<file path="config.mk">
export PLATFORM = sky130hd
export DESIGN_NAME = pe_row_top
export DESIGN_NICKNAME = d
export VERILOG_FILES = /design/src/pe_bus_pkg.sv /design/src/pe_cfg_pkg.sv /design/src/pe_row_top.sv /design/src/psum_drain.sv /design/src/pe_feeder.sv /design/src/pe_col.sv /design/src/datapath_ctl.sv /design/src/loop_counter.sv
export VERILOG_INCLUDE_DIRS = /design/src
export SDC_FILE = /design/constraint.sdc
export NUM_CORES = 2
export LEC_CHECK = 0
export BUFFER_PORTS_ARGS = -buffer_cell sky130_fd_sc_hd__buf_4
export CORE_ASPECT_RATIO = 0.5
export CORE_MARGIN = 4
export CORE_UTILIZATION = 52
export CTS_CLUSTER_DIAMETER = 120
export DETAILED_ROUTE_END_ITERATION = 8
export PLACE_DENSITY = 0.77
export SLEW_MARGIN = 5
export SYNTH_ARGS = -nofsm -noshare
export SYNTH_HDL_FRONTEND = slang
export SYNTH_HIERARCHICAL = 1
export SYNTH_SLANG_ARGS = --single-unit
</file>
<file path="constraint.sdc">
create_clock -name i_clk -period 17.1 [get_ports i_clk]
set_input_delay 3.42 -clock i_clk [delete_from_list [all_inputs] [get_ports i_clk]]
set_output_delay 3.42 -clock i_clk [all_outputs]
set_load 0.1 [all_outputs]
</file>
<file path="src/pe_row_defines.svh">
`ifndef PE_ROW_DEFINES_SVH
`define PE_ROW_DEFINES_SVH

// row size and scratch-pad depths
`define PE_COLS     4
`define IPAD_DEPTH  32
`define WPAD_DEPTH  16
`define RES_DEPTH   64

// address widths of the pads and the result memory
`define IPAD_AW     5
`define WPAD_AW     4
`define RES_AW      6

// data widths
`define DATA_W      8
`define PSUM_W      16
`define WB_ADR_W    8
`define WB_DAT_W    32

`endif
</file>
<file path="src/pe_bus_pkg.sv">
`include "pe_row_defines.svh"

package pe_bus_pkg;

    // host write map, WEIGHT is a base plus the column number
    typedef enum logic [`WB_ADR_W-1:0] {
        REG_CONF   = 'h00,
        REG_START  = 'h01,
        REG_INPUT  = 'h02,
        REG_WEIGHT = 'h10
    } wb_reg_e;

    // result port layout
    localparam logic [`WB_ADR_W-1:0] RES_COUNT_ADR = 'h00;
    localparam logic [`WB_ADR_W-1:0] RES_BASE_ADR  = 'h01;

    // memory slot of output t of column c, i.e. t * PE_COLS + c
    function automatic logic [`RES_AW-1:0] res_slot(
        input logic [`RES_AW-1:0]          t,
        input logic [$clog2(`PE_COLS)-1:0] c
    );
        return {t[`RES_AW-$clog2(`PE_COLS)-1:0], c};
    endfunction

endpackage

</file>
<file path="src/pe_cfg_pkg.sv">
`include "pe_row_defines.svh"

package pe_cfg_pkg;

    // config field widths
    localparam int CFG_R_W   = 4;
    localparam int CFG_U_W   = 4;
    localparam int CFG_TW_W  = 6;
    localparam int CFG_PCH_W = 2;

    // field positions in the CONF data word
    localparam int CONF_R_LSB    = 0;
    localparam int CONF_U_LSB    = 4;
    localparam int CONF_TW_LSB   = 8;
    localparam int CONF_PCH_LSB  = 14;
    localparam int CONF_MODE_BIT = 16;

    typedef enum logic {
        D16 = 1'b0,
        D8  = 1'b1
    } psum_mode_e;

    // one signed sum, or two wrapping lanes (lane 0 is channel 0)
    typedef union packed {
        logic signed [`PSUM_W-1:0]     sum;
        logic [1:0][`PSUM_W/2-1:0]     lane;
    } psum_word_u;

endpackage

</file>
<file path="src/pe_row_top.sv">
`timescale 1ns/1ps
`include "pe_row_defines.svh"

module pe_row_top
    import pe_cfg_pkg::*;
(
    input  logic                  i_clk,
    input  logic                  i_rst_n,
    // host write port
    input  logic                  i_wb_cyc,
    input  logic                  i_wb_stb,
    input  logic                  i_wb_we,
    input  logic [`WB_ADR_W-1:0]  i_wb_adr,
    input  logic [`WB_DAT_W-1:0]  i_wb_dat,
    output logic                  o_wb_ack,
    // host read port
    input  logic                  i_rd_cyc,
    input  logic                  i_rd_stb,
    input  logic [`WB_ADR_W-1:0]  i_rd_adr,
    output logic [`PSUM_W-1:0]    o_rd_dat,
    output logic                  o_rd_ack
);

    logic                             start;
    logic [CFG_R_W-1:0]               cfg_r;
    logic [CFG_U_W-1:0]               cfg_u;
    logic [CFG_TW_W-1:0]              cfg_tw;
    logic [CFG_PCH_W-1:0]             cfg_pch;
    psum_mode_e                       cfg_mode;
    logic [`PE_COLS-1:0]              in_rdy;
    logic [`PE_COLS-1:0]              in_ack;
    logic [`DATA_W-1:0]               in_data;
    logic [`PE_COLS-1:0]              wt_rdy;
    logic [`PE_COLS-1:0]              wt_ack;
    logic [`DATA_W-1:0]               wt_data;
    logic [`PE_COLS-1:0]              psum_rdy;
    logic [`PE_COLS-1:0]              psum_ack;
    logic [`PE_COLS-1:0][`PSUM_W-1:0] psum_data;

    pe_feeder u_feeder (
        .i_clk, .i_rst_n,
        .i_wb_cyc, .i_wb_stb, .i_wb_we, .i_wb_adr, .i_wb_dat, .o_wb_ack,
        .o_start    (start),
        .o_cfg_r    (cfg_r),
        .o_cfg_u    (cfg_u),
        .o_cfg_tw   (cfg_tw),
        .o_cfg_pch  (cfg_pch),
        .o_cfg_mode (cfg_mode),
        .o_in_rdy   (in_rdy),
        .o_in_data  (in_data),
        .i_in_ack   (in_ack),
        .o_wt_rdy   (wt_rdy),
        .o_wt_data  (wt_data),
        .i_wt_ack   (wt_ack)
    );

    // identical columns, each with its own weight row
    for (genvar c = 0; c < `PE_COLS; c++) begin : g_col
        pe_col u_col (
            .i_clk, .i_rst_n,
            .i_start     (start),
            .i_cfg_r     (cfg_r),
            .i_cfg_u     (cfg_u),
            .i_cfg_tw    (cfg_tw),
            .i_cfg_pch   (cfg_pch),
            .i_cfg_mode  (cfg_mode),
            .i_in_rdy    (in_rdy[c]),
            .i_in_data   (in_data),
            .o_in_ack    (in_ack[c]),
            .i_wt_rdy    (wt_rdy[c]),
            .i_wt_data   (wt_data),
            .o_wt_ack    (wt_ack[c]),
            .o_psum_rdy  (psum_rdy[c]),
            .o_psum_data (psum_data[c]),
            .i_psum_ack  (psum_ack[c])
        );
    end

    psum_drain u_drain (
        .i_clk, .i_rst_n,
        .i_start     (start),
        .i_psum_rdy  (psum_rdy),
        .i_psum_data (psum_data),
        .o_psum_ack  (psum_ack),
        .i_rd_cyc, .i_rd_stb, .i_rd_adr, .o_rd_dat, .o_rd_ack
    );

endmodule

</file>
<file path="src/psum_drain.sv">
`timescale 1ns/1ps
`include "pe_row_defines.svh"

module psum_drain
    import pe_bus_pkg::*;
(
    input  logic                             i_clk,
    input  logic                             i_rst_n,
    input  logic                             i_start,
    input  logic [`PE_COLS-1:0]              i_psum_rdy,
    input  logic [`PE_COLS-1:0][`PSUM_W-1:0] i_psum_data,
    output logic [`PE_COLS-1:0]              o_psum_ack,
    input  logic                             i_rd_cyc,
    input  logic                             i_rd_stb,
    input  logic [`WB_ADR_W-1:0]             i_rd_adr,
    output logic [`PSUM_W-1:0]               o_rd_dat,
    output logic                             o_rd_ack
);

    localparam int CSEL_W = $clog2(`PE_COLS);

    logic [CSEL_W-1:0]    ptr_c;
    logic [`RES_AW-1:0]   ptr_t;
    logic [`RES_AW:0]     count;
    logic                 take;
    logic [`WB_ADR_W-1:0] rd_slot;
    logic [`PSUM_W-1:0]   res_mem [`RES_DEPTH];

    // only the column under the pointer is acked
    assign take = i_psum_rdy[ptr_c];

    always_comb begin
        o_psum_ack        = '0;
        o_psum_ack[ptr_c] = take;
    end

    always_ff @(posedge i_clk or negedge i_rst_n) begin
        if (!i_rst_n) begin
            ptr_c <= '0;
            ptr_t <= '0;
            count <= '0;
        end else if (i_start) begin
            ptr_c <= '0;
            ptr_t <= '0;
            count <= '0;
        end else if (take) begin
            ptr_c <= ptr_c + 1'b1;
            if (ptr_c == CSEL_W'(`PE_COLS - 1)) ptr_t <= ptr_t + 1'b1;
            count <= count + 1'b1;
        end
    end

    always_ff @(posedge i_clk) begin
        if (take && !i_start) res_mem[res_slot(ptr_t, ptr_c)] <= i_psum_data[ptr_c];
    end

    //============================================================
    // host read port
    //============================================================
    assign rd_slot = i_rd_adr - RES_BASE_ADR;

    always_ff @(posedge i_clk or negedge i_rst_n) begin
        if (!i_rst_n) begin
            o_rd_ack <= 1'b0;
        end else begin
            o_rd_ack <= i_rd_cyc && i_rd_stb && !o_rd_ack;
        end
    end

    always_ff @(posedge i_clk) begin
        if (i_rd_adr == RES_COUNT_ADR) begin
            o_rd_dat <= {{(`PSUM_W-`RES_AW-1){1'b0}}, count};
        end else begin
            o_rd_dat <= res_mem[rd_slot[`RES_AW-1:0]];
        end
    end

endmodule

</file>
<file path="src/pe_feeder.sv">
`timescale 1ns/1ps
`include "pe_row_defines.svh"

module pe_feeder
    import pe_cfg_pkg::*;
    import pe_bus_pkg::*;
(
    input  logic                  i_clk,
    input  logic                  i_rst_n,
    input  logic                  i_wb_cyc,
    input  logic                  i_wb_stb,
    input  logic                  i_wb_we,
    input  logic [`WB_ADR_W-1:0]  i_wb_adr,
    input  logic [`WB_DAT_W-1:0]  i_wb_dat,
    output logic                  o_wb_ack,
    output logic                  o_start,
    output logic [CFG_R_W-1:0]    o_cfg_r,
    output logic [CFG_U_W-1:0]    o_cfg_u,
    output logic [CFG_TW_W-1:0]   o_cfg_tw,
    output logic [CFG_PCH_W-1:0]  o_cfg_pch,
    output psum_mode_e            o_cfg_mode,
    output logic [`PE_COLS-1:0]   o_in_rdy,
    output logic [`DATA_W-1:0]    o_in_data,
    input  logic [`PE_COLS-1:0]   i_in_ack,
    output logic [`PE_COLS-1:0]   o_wt_rdy,
    output logic [`DATA_W-1:0]    o_wt_data,
    input  logic [`PE_COLS-1:0]   i_wt_ack
);

    localparam int CSEL_W  = $clog2(`PE_COLS);
    localparam int FIELD_W = 4;
    localparam logic [`WB_ADR_W-1:0] WT_BASE = REG_WEIGHT;

    logic                req;
    logic                is_conf;
    logic                is_start;
    logic                is_input;
    logic                is_weight;
    logic                in_busy;
    logic [`PE_COLS-1:0] in_done;
    logic [`PE_COLS-1:0] in_done_nxt;
    logic [`PE_COLS-1:0] wt_sel;

    // a new request only when no stream transfer is in flight
    assign req = i_wb_cyc && i_wb_stb && !o_wb_ack && !in_busy && !(|o_wt_rdy);

    assign is_conf   = i_wb_adr == REG_CONF;
    assign is_start  = i_wb_adr == REG_START;
    assign is_input  = i_wb_adr == REG_INPUT;
    assign is_weight = i_wb_adr[`WB_ADR_W-1:FIELD_W] == WT_BASE[`WB_ADR_W-1:FIELD_W]
                       && i_wb_adr[FIELD_W-1:0] < FIELD_W'(`PE_COLS);

    always_comb begin
        wt_sel = '0;
        wt_sel[i_wb_adr[CSEL_W-1:0]] = 1'b1;
    end

    // broadcast item stays offered to the columns that have not taken it
    assign o_in_rdy    = {`PE_COLS{in_busy}} & ~in_done;
    assign in_done_nxt = in_done | (o_in_rdy & i_in_ack);

    always_ff @(posedge i_clk or negedge i_rst_n) begin
        if (!i_rst_n) begin
            o_wb_ack   <= 1'b0;
            o_start    <= 1'b0;
            in_busy    <= 1'b0;
            in_done    <= '0;
            o_wt_rdy   <= '0;
            o_cfg_r    <= '0;
            o_cfg_u    <= '0;
            o_cfg_tw   <= '0;
            o_cfg_pch  <= '0;
            o_cfg_mode <= D16;
        end else begin
            o_wb_ack <= 1'b0;
            o_start  <= 1'b0;
            if (req) begin
                if (i_wb_we && is_input) begin
                    in_busy <= 1'b1;
                end else if (i_wb_we && is_weight) begin
                    o_wt_rdy <= wt_sel;
                end else begin
                    o_wb_ack <= 1'b1;
                    if (i_wb_we && is_conf) begin
                        o_cfg_r    <= i_wb_dat[CONF_R_LSB +: CFG_R_W];
                        o_cfg_u    <= i_wb_dat[CONF_U_LSB +: CFG_U_W];
                        o_cfg_tw   <= i_wb_dat[CONF_TW_LSB +: CFG_TW_W];
                        o_cfg_pch  <= i_wb_dat[CONF_PCH_LSB +: CFG_PCH_W];
                        o_cfg_mode <= psum_mode_e'(i_wb_dat[CONF_MODE_BIT]);
                    end
                    if (i_wb_we && is_start) o_start <= 1'b1;
                end
            end
            if (in_busy) begin
                if (&in_done_nxt) begin
                    in_busy  <= 1'b0;
                    in_done  <= '0;
                    o_wb_ack <= 1'b1;
                end else begin
                    in_done <= in_done_nxt;
                end
            end
            if (|(o_wt_rdy & i_wt_ack)) begin
                o_wt_rdy <= '0;
                o_wb_ack <= 1'b1;
            end
        end
    end

    always_ff @(posedge i_clk) begin
        if (req && is_input) o_in_data <= i_wb_dat[`DATA_W-1:0];
        if (req && is_weight) o_wt_data <= i_wb_dat[`DATA_W-1:0];
    end

endmodule

</file>
<file path="src/pe_col.sv">
`timescale 1ns/1ps
`include "pe_row_defines.svh"

module pe_col
    import pe_cfg_pkg::*;
(
    input  logic                  i_clk,
    input  logic                  i_rst_n,
    input  logic                  i_start,
    input  logic [CFG_R_W-1:0]    i_cfg_r,
    input  logic [CFG_U_W-1:0]    i_cfg_u,
    input  logic [CFG_TW_W-1:0]   i_cfg_tw,
    input  logic [CFG_PCH_W-1:0]  i_cfg_pch,
    input  psum_mode_e            i_cfg_mode,
    input  logic                  i_in_rdy,
    input  logic [`DATA_W-1:0]    i_in_data,
    output logic                  o_in_ack,
    input  logic                  i_wt_rdy,
    input  logic [`DATA_W-1:0]    i_wt_data,
    output logic                  o_wt_ack,
    output logic                  o_psum_rdy,
    output logic [`PSUM_W-1:0]    o_psum_data,
    input  logic                  i_psum_ack
);

    logic signed [`DATA_W-1:0] ipad [`IPAD_DEPTH];
    logic signed [`DATA_W-1:0] wpad [`WPAD_DEPTH];

    logic                      mac_en;
    logic                      first_step;
    logic                      chan;
    logic [`IPAD_AW-1:0]       ipad_raddr;
    logic [`IPAD_AW-1:0]       ipad_waddr;
    logic [`WPAD_AW-1:0]       wpad_raddr;
    logic [`WPAD_AW-1:0]       wpad_waddr;
    logic signed [`PSUM_W-1:0] prod;
    psum_word_u                acc;
    psum_word_u                acc_nxt;

    datapath_ctl u_ctl (
        .i_clk, .i_rst_n, .i_start,
        .i_cfg_r, .i_cfg_u, .i_cfg_tw, .i_cfg_pch,
        .i_in_rdy, .o_in_ack,
        .i_wt_rdy, .o_wt_ack,
        .o_main_rdy   (o_psum_rdy),
        .i_main_ack   (i_psum_ack),
        .o_mac_en     (mac_en),
        .o_ipad_raddr (ipad_raddr),
        .o_wpad_raddr (wpad_raddr),
        .o_ipad_waddr (ipad_waddr),
        .o_wpad_waddr (wpad_waddr),
        .o_first_step (first_step),
        .o_chan       (chan)
    );

    // scratch pads, written on accepted transfers
    always_ff @(posedge i_clk) begin
        if (i_in_rdy && o_in_ack) ipad[ipad_waddr] <= i_in_data;
        if (i_wt_rdy && o_wt_ack) wpad[wpad_waddr] <= i_wt_data;
    end

    assign prod = ipad[ipad_raddr] * wpad[wpad_raddr];

    always_comb begin
        if (first_step) begin
            acc_nxt = '0;
        end else begin
            acc_nxt = acc;
        end
        if (i_cfg_mode == D16) begin
            acc_nxt.sum = acc_nxt.sum + prod;
        end else begin
            // per-channel lane, low byte of the product, wraps
            acc_nxt.lane[chan] = acc_nxt.lane[chan] + prod[`PSUM_W/2-1:0];
        end
    end

    always_ff @(posedge i_clk) begin
        if (mac_en) acc <= acc_nxt;
    end

    assign o_psum_data = acc;

endmodule

</file>
<file path="src/datapath_ctl.sv">
`timescale 1ns/1ps
`include "pe_row_defines.svh"

module datapath_ctl
    import pe_cfg_pkg::*;
(
    input  logic                  i_clk,
    input  logic                  i_rst_n,
    input  logic                  i_start,
    input  logic [CFG_R_W-1:0]    i_cfg_r,
    input  logic [CFG_U_W-1:0]    i_cfg_u,
    input  logic [CFG_TW_W-1:0]   i_cfg_tw,
    input  logic [CFG_PCH_W-1:0]  i_cfg_pch,
    input  logic                  i_in_rdy,
    output logic                  o_in_ack,
    input  logic                  i_wt_rdy,
    output logic                  o_wt_ack,
    output logic                  o_main_rdy,
    input  logic                  i_main_ack,
    output logic                  o_mac_en,
    output logic [`IPAD_AW-1:0]   o_ipad_raddr,
    output logic [`WPAD_AW-1:0]   o_wpad_raddr,
    output logic [`IPAD_AW-1:0]   o_ipad_waddr,
    output logic [`WPAD_AW-1:0]   o_wpad_waddr,
    output logic                  o_first_step,
    output logic                  o_chan
);

    localparam int IDX_W = 7;
    localparam int CNT_W = 8;
    localparam logic [1:0] S_IDLE = 2'd0;
    localparam logic [1:0] S_INIT = 2'd1;
    localparam logic [1:0] S_WORK = 2'd2;

    logic [1:0] state;
    logic [1:0] state_nxt;
    logic       ce;
    logic       clr;

    // input loop: channel, pixel
    logic [1:0][IDX_W-1:0] in_size;
    logic [1:0][IDX_W-1:0] in_idx;
    logic                  in_all_end;
    // weight loop: channel, tap
    logic [1:0][IDX_W-1:0] wt_size;
    logic [1:0][IDX_W-1:0] wt_idx;
    logic                  wt_all_end;
    // output loop: channel, tap, t
    logic [2:0][IDX_W-1:0] out_size;
    logic [2:0][IDX_W-1:0] out_idx;
    logic [2:0]            out_end;
    logic                  out_all_end;

    logic [IDX_W-1:0] row_tile;
    logic             in_inc;
    logic             wt_inc;
    logic             in_done;
    logic             wt_done;
    logic             out_done;
    logic [CNT_W-1:0] in_cnt;
    logic [CNT_W-1:0] wt_cnt;
    logic [CNT_W-1:0] in_need;
    logic [CNT_W-1:0] wt_need;
    logic             in_avail;
    logic             wt_avail;

    assign ce  = state == S_WORK;
    assign clr = state == S_INIT;

    //============================================================
    // loop sizes and counters
    //============================================================
    assign row_tile = (IDX_W'(i_cfg_tw) - 1'b1) * IDX_W'(i_cfg_u) + IDX_W'(i_cfg_r);
    assign in_size  = {row_tile, IDX_W'(i_cfg_pch)};
    assign wt_size  = {IDX_W'(i_cfg_r), IDX_W'(i_cfg_pch)};
    assign out_size = {IDX_W'(i_cfg_tw), IDX_W'(i_cfg_r), IDX_W'(i_cfg_pch)};

    assign in_inc = i_in_rdy && o_in_ack;
    assign wt_inc = i_wt_rdy && o_wt_ack;

    loop_counter #(.NDEPTH(2), .IDX_W(IDX_W)) u_in_lp (
        .i_clk, .i_rst_n, .i_clear(clr), .i_inc(in_inc), .i_size(in_size),
        .o_idx(in_idx), .o_end(), .o_all_end(in_all_end)
    );

    loop_counter #(.NDEPTH(2), .IDX_W(IDX_W)) u_wt_lp (
        .i_clk, .i_rst_n, .i_clear(clr), .i_inc(wt_inc), .i_size(wt_size),
        .o_idx(wt_idx), .o_end(), .o_all_end(wt_all_end)
    );

    loop_counter #(.NDEPTH(3), .IDX_W(IDX_W)) u_out_lp (
        .i_clk, .i_rst_n, .i_clear(clr), .i_inc(o_mac_en), .i_size(out_size),
        .o_idx(out_idx), .o_end(out_end), .o_all_end(out_all_end)
    );

    //============================================================
    // catch-up between arrivals and the MAC
    //============================================================
    // items written so far, and the item the current step needs
    assign in_cnt  = CNT_W'(in_idx[1]) * CNT_W'(i_cfg_pch) + CNT_W'(in_idx[0]);
    assign wt_cnt  = CNT_W'(wt_idx[1]) * CNT_W'(i_cfg_pch) + CNT_W'(wt_idx[0]);
    assign in_need = (CNT_W'(out_idx[2]) * CNT_W'(i_cfg_u) + CNT_W'(out_idx[1]))
                     * CNT_W'(i_cfg_pch) + CNT_W'(out_idx[0]);
    assign wt_need = CNT_W'(out_idx[1]) * CNT_W'(i_cfg_pch) + CNT_W'(out_idx[0]);

    assign in_avail = in_done || (in_need < in_cnt);
    assign wt_avail = wt_done || (wt_need < wt_cnt);

    assign o_in_ack = ce && !in_done;
    assign o_wt_ack = ce && !wt_done;

    // a pending psum holds the output loop
    assign o_mac_en     = ce && !out_done && !o_main_rdy && in_avail && wt_avail;
    assign o_first_step = o_mac_en && out_idx[0] == '0 && out_idx[1] == '0;
    assign o_chan       = out_idx[0][0];

    assign o_ipad_waddr = in_cnt[`IPAD_AW-1:0];
    assign o_wpad_waddr = wt_cnt[`WPAD_AW-1:0];
    assign o_ipad_raddr = in_need[`IPAD_AW-1:0];
    assign o_wpad_raddr = wt_need[`WPAD_AW-1:0];

    //============================================================
    // main FSM
    //============================================================
    always_comb begin
        state_nxt = state;
        case (state)
            S_IDLE: if (i_start) state_nxt = S_INIT;
            S_INIT: state_nxt = S_WORK;
            S_WORK: if (out_done && o_main_rdy && i_main_ack) state_nxt = S_IDLE;
            default: state_nxt = S_IDLE;
        endcase
    end

    always_ff @(posedge i_clk or negedge i_rst_n) begin
        if (!i_rst_n) begin
            state      <= S_IDLE;
            in_done    <= 1'b0;
            wt_done    <= 1'b0;
            out_done   <= 1'b0;
            o_main_rdy <= 1'b0;
        end else begin
            state <= state_nxt;
            if (clr) begin
                in_done    <= 1'b0;
                wt_done    <= 1'b0;
                out_done   <= 1'b0;
                o_main_rdy <= 1'b0;
            end else begin
                if (in_inc && in_all_end) in_done <= 1'b1;
                if (wt_inc && wt_all_end) wt_done <= 1'b1;
                if (o_mac_en && out_all_end) out_done <= 1'b1;
                // last tap and channel of this t, offer the psum next cycle
                if (o_mac_en && out_end[0] && out_end[1]) begin
                    o_main_rdy <= 1'b1;
                end else if (o_main_rdy && i_main_ack) begin
                    o_main_rdy <= 1'b0;
                end
            end
        end
    end

endmodule

</file>
<file path="src/loop_counter.sv">
`timescale 1ns/1ps

module loop_counter #(
    parameter int NDEPTH = 2,
    parameter int IDX_W  = 7
) (
    input  logic                         i_clk,
    input  logic                         i_rst_n,
    input  logic                         i_clear,
    input  logic                         i_inc,
    input  logic [NDEPTH-1:0][IDX_W-1:0] i_size,
    output logic [NDEPTH-1:0][IDX_W-1:0] o_idx,
    output logic [NDEPTH-1:0]            o_end,
    output logic                         o_all_end
);

    // carry[k] is set when every level below k sits at its last value
    logic [NDEPTH:0] carry;

    always_comb begin
        carry[0] = 1'b1;
        for (int k = 0; k < NDEPTH; k++) begin
            o_end[k]   = o_idx[k] == i_size[k] - 1'b1;
            carry[k+1] = carry[k] && o_end[k];
        end
    end

    assign o_all_end = carry[NDEPTH];

    // odometer, innermost level first, holds at the final count
    always_ff @(posedge i_clk or negedge i_rst_n) begin
        if (!i_rst_n) begin
            o_idx <= '0;
        end else if (i_clear) begin
            o_idx <= '0;
        end else if (i_inc && !o_all_end) begin
            for (int k = 0; k < NDEPTH; k++) begin
                if (carry[k]) begin
                    o_idx[k] <= o_end[k] ? '0 : o_idx[k] + 1'b1;
                end
            end
        end
    end

endmodule

</file>
Yosys cells after proc, flatten, opt, wreduce, memory -nomap -nowiden

Memory sizes are Yosys's and may differ from the RTL's.
Index checks and enable logic that the tools add are counted.

Register bits: 360
RAM bits: 2560
Memories: 9
Bits of input ports: 55

Order comparisons: 21
Equality and inequality tests: 49
Add/sub/neg operators: 65
Multipliers: 25
Bitwise gates (word level): 8
Multiplexer cells: 194
Reduce and logical (&&, ||, !) cells: 249

Memory list:

| name                | words | bits a word | read ports | clocked after memory_dff | wr ports | RTL line         | source |
|---|---|---|---|---|---|---|---|
| u_drain.res_mem     | 64    | 16          | 1          | 0                        | 1        | psum_drain.sv:27 | `` logic [`PSUM_W-1:0] res_mem [`RES_DEPTH]; `` |
| g_col[0].u_col.ipad | 32    | 8           | 1          | 0                        | 1        | pe_col.sv:26     | `` logic signed [`DATA_W-1:0] ipad [`IPAD_DEPTH]; `` |
| g_col[1].u_col.ipad | 32    | 8           | 1          | 0                        | 1        | pe_col.sv:26     |  |
| g_col[2].u_col.ipad | 32    | 8           | 1          | 0                        | 1        | pe_col.sv:26     |  |
| g_col[3].u_col.ipad | 32    | 8           | 1          | 0                        | 1        | pe_col.sv:26     |  |
| g_col[0].u_col.wpad | 16    | 8           | 1          | 0                        | 1        | pe_col.sv:27     | `` logic signed [`DATA_W-1:0] wpad [`WPAD_DEPTH]; `` |
| 3 more memories     | -     | -           | -          | -                        | -        | -                |  |

Operator list:

| cell                                        | number |
|---|---|
| 2-to-1 mux 7 bit                            | 47 |
| 2-to-1 mux 14 bit                           | 16 |
| adder 7 x 1 -> 7 bit, second input constant | 29 |
| == test 7 bit                               | 28 |
| 2-to-1 mux 21 bit                           | 8 |
| adder 8 x 7 -> 8 bit                        | 20 |
| 2-to-1 mux 16 bit                           | 9 |
| logical AND 1 bit                           | 120 |
| multiplier 7 x 2 -> 8 bit                   | 12 |
| 2-to-1 mux 8 bit                            | 12 |
| nonzero test 2 bit                          | 44 |
| 2-to-1 mux 1 bit                            | 71 |
| adder 16 bit                                | 4 |
| bitwise mux 16 bit                          | 4 |
| less-than comparator 8 bit                  | 8 |
| multiplier 8 x 8 -> 16 bit                  | 4 |
| zero test 7 bit                             | 8 |
| AND reduction 2 bit                         | 21 |
| zero test 1 bit                             | 33 |
| adder 8 bit                                 | 4 |
| binary-select mux 16 bit (select 2 bit)     | 1 |
| demux 8 bit (select 1 bit)                  | 4 |
| multiplier 7 x 4 -> 8 bit                   | 4 |
| multiplier 8 x 2 -> 8 bit                   | 4 |
| 38 further kinds                            | 96 |

Longest topological paths before layout

Depth in word-level cells: 16
Depth in mapped cells: 43

Modules after synthesis

Netlist, hierarchy kept.

Modules (own cells, without submodules):

| module                                           | cells an instance | area an instance (sq um) | times used | seq. area each (sq um) |
|---|---|---|---|---|
| psum_drain                                       | 2018              | 41320.9                  | 1          | 31420.1 |
| pe_col (g_col[1].u_col)                          | 1148              | 19351.1                  | 1          | 12011.5 |
| pe_col (g_col[0].u_col)                          | 1154              | 19344.8                  | 1          | 12011.5 |
| pe_col (g_col[3].u_col)                          | 1143              | 19319.8                  | 1          | 12011.5 |
| pe_col (g_col[2].u_col)                          | 1153              | 19317.3                  | 1          | 12011.5 |
| loop_counter (g_col[0].u_col.u_ctl.u_in_lp ...)  | 138               | 1206.2                   | 8          | 350.3 |
| datapath_ctl (g_col[1].u_col.u_ctl ...)          | 514               | 4037.6                   | 2          | 150.1 |
| loop_counter (g_col[0].u_col.u_ctl.u_out_lp ...) | 202               | 1774.2                   | 4          | 525.5 |
| datapath_ctl (g_col[0].u_col.u_ctl)              | 516               | 4048.9                   | 1          | 150.1 |
| datapath_ctl (g_col[2].u_col.u_ctl)              | 514               | 4033.9                   | 1          | 150.1 |
| pe_feeder                                        | 113               | 1752.9                   | 1          | 1181.1 |

Worst setup path after synthesis

OpenSTA, ideal clock, no wires.

Kind: flip-flop to flip-flop
Start point: register u_feeder.o_cfg_u[1]
End point: register g_col[0].u_col.acc (netlist bit g_col[0].u_col/o_psum_data[15]), data pin
Data arrival time: 10.524 ns
Setup time: 0.269 ns
Buffers on the path: 2
Slack: 6.307 ns
Stages on the path, launching flop included: 38
Cells stage by stage: dfrtp_1 -> clkbuf_1 -> nand2_1 -> fa_1 -> fa_1 -> inv_1 -> fa_1 -> ha_1 -> nand2_1 -> o21ai_0 -> and2b_1 -> and2_1 -> fa_1 -> ha_1 -> xnor2_1 -> buf_1 -> mux2i_4 -> nand2_1 -> [2 not listed] -> inv_1 -> fa_1 -> inv_1 -> fa_1 -> inv_1 -> ha_1 -> a21oi_1 -> o21bai_1 -> a21oi_1 -> o21bai_1 -> xor2_1 -> ha_1 -> and2_1 -> a221o_1 -> a21o_1 -> a221oi_1 -> xnor2_1 -> mux2i_1

RTL lines:

| item                     | RTL line        | source |
|---|---|---|
| start: declaration       | pe_feeder.sv:18 | `output logic [CFG_U_W-1:0] o_cfg_u,` |
| start signal: assignment | pe_feeder.sv:86 | `o_cfg_u <= i_wb_dat[CONF_U_LSB +: CFG_U_W];` |
| end signal: assignment   | pe_col.sv:79    | `if (mac_en) acc <= acc_nxt;` |
| end: declaration         | pe_col.sv:37    | `psum_word_u acc;` |

==> out/qor.yml <==
outcome:
  status: "finished, final reports clean"
detailed_routing:
  drtIter0Drc: 10914
  first_pass_iters: 8
  vias: 93394
  wl_um: 373000
  wire_per_inst_um: 24.5
  routed_via_density: 6.13
  drc: 0
  ant_nets: 0
logic_synthesis:
  synthFlopType: "edfxtp_1"
  yosys.area.top_type: "edfxtp_1"
  yosysSeqAreaShare: 0.562
  async_flop_share: 0.0898
  synth_area_per_cell_um2: 14.3
  synth.area.top_cells: "edfxtp_1 (52%), mux4_2 (10%), fa_1 (5.6%)"
  yosys_warnings: 6
  netlist_area_um2: 153000
  synth_edf_count: 2640
  post_synth_num_cell_types: 117
  ys_ff_latch: 2918
  syn_inst: 10699
  synth_top_area_frac: 0.517
setup_path:
  cpPeakStageDelay_ns: 1.00
  critPathLaunchType: "register"
  crit_path_end_kind: "register"
  cp_slowest_cell: "dfrtp_1"
  crit_arrival_ns: 12.94
  cp_top_family: "adder cells"
  critPathBufInv: 6
  cp.depth: 36
  cp_common_cell: "fa_1"
  cp_max_fo: 20
  reg2reg_slack_ns: 4.73
  crit_required_ns: 17.67
  critical_path_class: "reg2reg"
  rr_worst_depth: 36
clocking:
  h-tree-depth: 5
  clk_pin_slew_worst_paths_ns: 0.06
  cts_tree: "built"
  clockBufferDepth: 4
  hold_buffers: 0
  clock_latency_ns: 0.85
  cts-root-buf: "clkbuf_16"
  cts_inserted_buffers: 270
  cts_resized: 0
  numClockSinks: 2918
  post_cts_buffers: 0
power:
  p_int_uw: 12900
  power.density_nw_per_um2: 106
  combinationalPowerShare: 0.195
  pwr-share-clk: 0.343
  power.switching_uw: 4920
  leakage_uw: 0.0618
  switching_share: 0.276
  power_frac_seq: 0.462
  max-vdd-ir-drop_mv: 0.0982
global_route:
  antenna_found_initial: 10
  gr-total-overflow: 0
  first_global_vias: 93713
  grtUsageTotal: 0.244
  grt_max_degree: 130
  grt_pass1_wl_um: 571000
sta:
  drv_slew: 0
  timing.final.ws_setup_ns: 4.73
  min_period_ns: 12.37
  fin_tns_setup_ns: 0
  period_share: 0.723
  setup_violations: 0
  fmax_ghz: 0.0809
  grt_setup_unrepaired: "false"
  hold_viol: 0
  slew_headroom: 0.0970
  fin_worst_skew_ns: 0.0852
  tightest_slew_ns: 1.34
cells_and_area:
  finalNetCount: 12144
  fin_cells: 15235
  design_area_um2: 168000
  area_delta_synth_final_pct: 9.90
  drive_above_1_share: 0.152
  fillers: 21635
place:
  placedCellCount: 14754
  gp_congestion: 0.905
  numPortBuffers: 57
  place_area_um2: 160000
  pre_cts_slack_ns: 4.78
  dp_hpwl_um: 238000
worst_hold_path:
  min_path_type: "reg2reg"
  whs_path_depth: 1
floorplanning:
  start_util: 0.524
  rows: 140
  io_pins: 73
  core_um2: 292000
  die_area_um2: 304000
  fp.dieH_um: 392
  die_w_um: 776
job:
  maxCapViolCount: 0
[cell usage after synthesis, types with 56 or more instances]
library cell,count
edfxtp_1,2640
inv_1,907
nand2_1,749
mux4_2,701
nor2_1,688
ha_1,536
fa_1,432
xnor2_1,359
a21oi_1,298
dfrtp_1,262
o21ai_0,218
nand3_1,209
xor2_1,197
clkbuf_1,179
nor2b_1,171
nor3_1,134
nand2b_1,132
mux2i_1,129
and2_1,111
a21o_1,101
nand4_1,99
or3_1,91
o31ai_1,77
buf_2,71
mux2_2,64
or2_2,58
or4_1,56
[registers in the layout (all words and copies together), names as in the netlist, 16 cells and up]
signal                            flops
g_col.u_col/o_psum_data              64
g_col.u_col/wpad                    512
u_drain/res_mem                    1024
g_col.u_col/u_ctl/u_out_lp/o_idx     84
g_col.u_col/u_ctl/u_in_lp/o_idx      56
g_col.u_col/u_ctl/u_wt_lp/o_idx      56
g_col.u_col/ipad                   1024
u_drain/o_rd_dat                     16
[cells in the final DEF (no fill, tap or decap), types with 41 or more instances in the layout]
master and instances:
xor2_1 191, nand4_1 99, and3_1 48, mux2i_1 129
or4_1 56, dfrtp_1 253, clkinv_1 44, nand2_1 749
xnor2_1 351, nand2b_1 132, clkbuf_1 52, conb_1 248
a21o_1 101, fa_1 432, nor2b_1 171, or2_2 58
a21oi_1 298, nor3_1 131, edfxtp_1 2640, o31ai_1 77
o21bai_1 47, nand3b_1 42, o21a_1 45, o21ai_0 217
and2_1 111, buf_4 263, or3_1 91, nor3b_1 41
nand3_1 209, inv_1 907, nor2_1 674, mux2_2 64
mux4_2 701, clkbuf_16 279, ha_1 523
[power by group through the flow]
stage / registers [µW] / logic [µW] / clock network [µW]
2_1_floorplan: 8420 / 2450 / 0
3_3_place_gp: 8390 / 3310 / 0
3_5_place_dp: 8390 / 3410 / 0
4_1_cts: 8240 / 3440 / 6200
5_1_grt: 8240 / 3830 / 6510
6_report: 8250 / 3480 / 6120
[final cells by class]
| cell class | count | area [µm²] | area share |
|---|---|---|---|
| diodes | 2 | 5.00 | 0.0000297 |
| clock buffers | 340 | 7300 | 0.0433 |
| clock inverters | 139 | 1530 | 0.00907 |
| inverters | 929 | 3500 | 0.0208 |
| multi-input cells | 6735 | 63100 | 0.374 |
| flip-flops and latches | 2918 | 86200 | 0.511 |
| well taps | 3905 | 4890 | 0.0290 |
| repair buffers | 267 | 2040 | 0.0121 |
[path summary, 6_finish.rpt]
| check | startpoint | end |
|---|---|---|
| max in group asynchronous | i_rst_n | g_col[3].u_col/u_ctl/u_out_lp/o_idx[0] |
| worst min-delay path | u_drain/o_rd_ack | u_drain/o_rd_ack |
| worst max register to register | u_feeder/o_cfg_u[3] | g_col[0].u_col/o_psum_data[15] |
| worst max-delay path | u_feeder/o_cfg_u[3] | g_col[0].u_col/o_psum_data[15] |
| min in group asynchronous | i_rst_n | g_col[0].u_col/u_ctl/u_in_lp/o_idx[1] |
| worst min register to register | u_drain/o_rd_ack | u_drain/o_rd_ack |
[per-stage QoR]
step / utilization / hold slack (ns) / total power (µW)
after floorplan: - / 0.454 / 10900
after global placement: 0.546 / 0.412 / 11700
after detailed placement: 0.546 / 0.420 / 11800
after CTS: 0.576 / 0.428 / 17900
after global routing: 0.576 / 0.457 / 18600
final: 0.576 / 0.426 / 17800
[routing by layer]
metal | vias up | track usage | share of wire | routed length (µm)
met3 | 681 | 0.0399 | 0.089 | 33300
met4 | 6 | 0.0873 | 0.039 | 14400
li1 | 40385 | - | - | -
met1 | 47753 | 0.337 | 0.39 | 147000
met2 | 4569 | 0.397 | 0.48 | 178000
met5 | - | 0 | 0.00012 | 43
[kinds of logic (layout without fill, tap and decap cells)]
| family | after synthesis | count (layout) | synth area share |
|---|---|---|---|
| buffers and inverters | 1290 | 1675 | 0.0344 |
| adder cells (fa/ha/maj) | 968 | 968 | 0.100 |
| multiplexers | 967 | 967 | 0.126 |
| flip-flops | 2918 | 2918 | 0.562 |
| other | 4 | 250 | 0.0000979 |
| XOR/XNOR | 561 | 561 | 0.0325 |
| AND/OR/NAND/NOR | 2805 | 2805 | 0.0928 |
| AO/OA/AOI/OAI | 1186 | 1186 | 0.0525 |
Power figures use the tool's default switching activity.
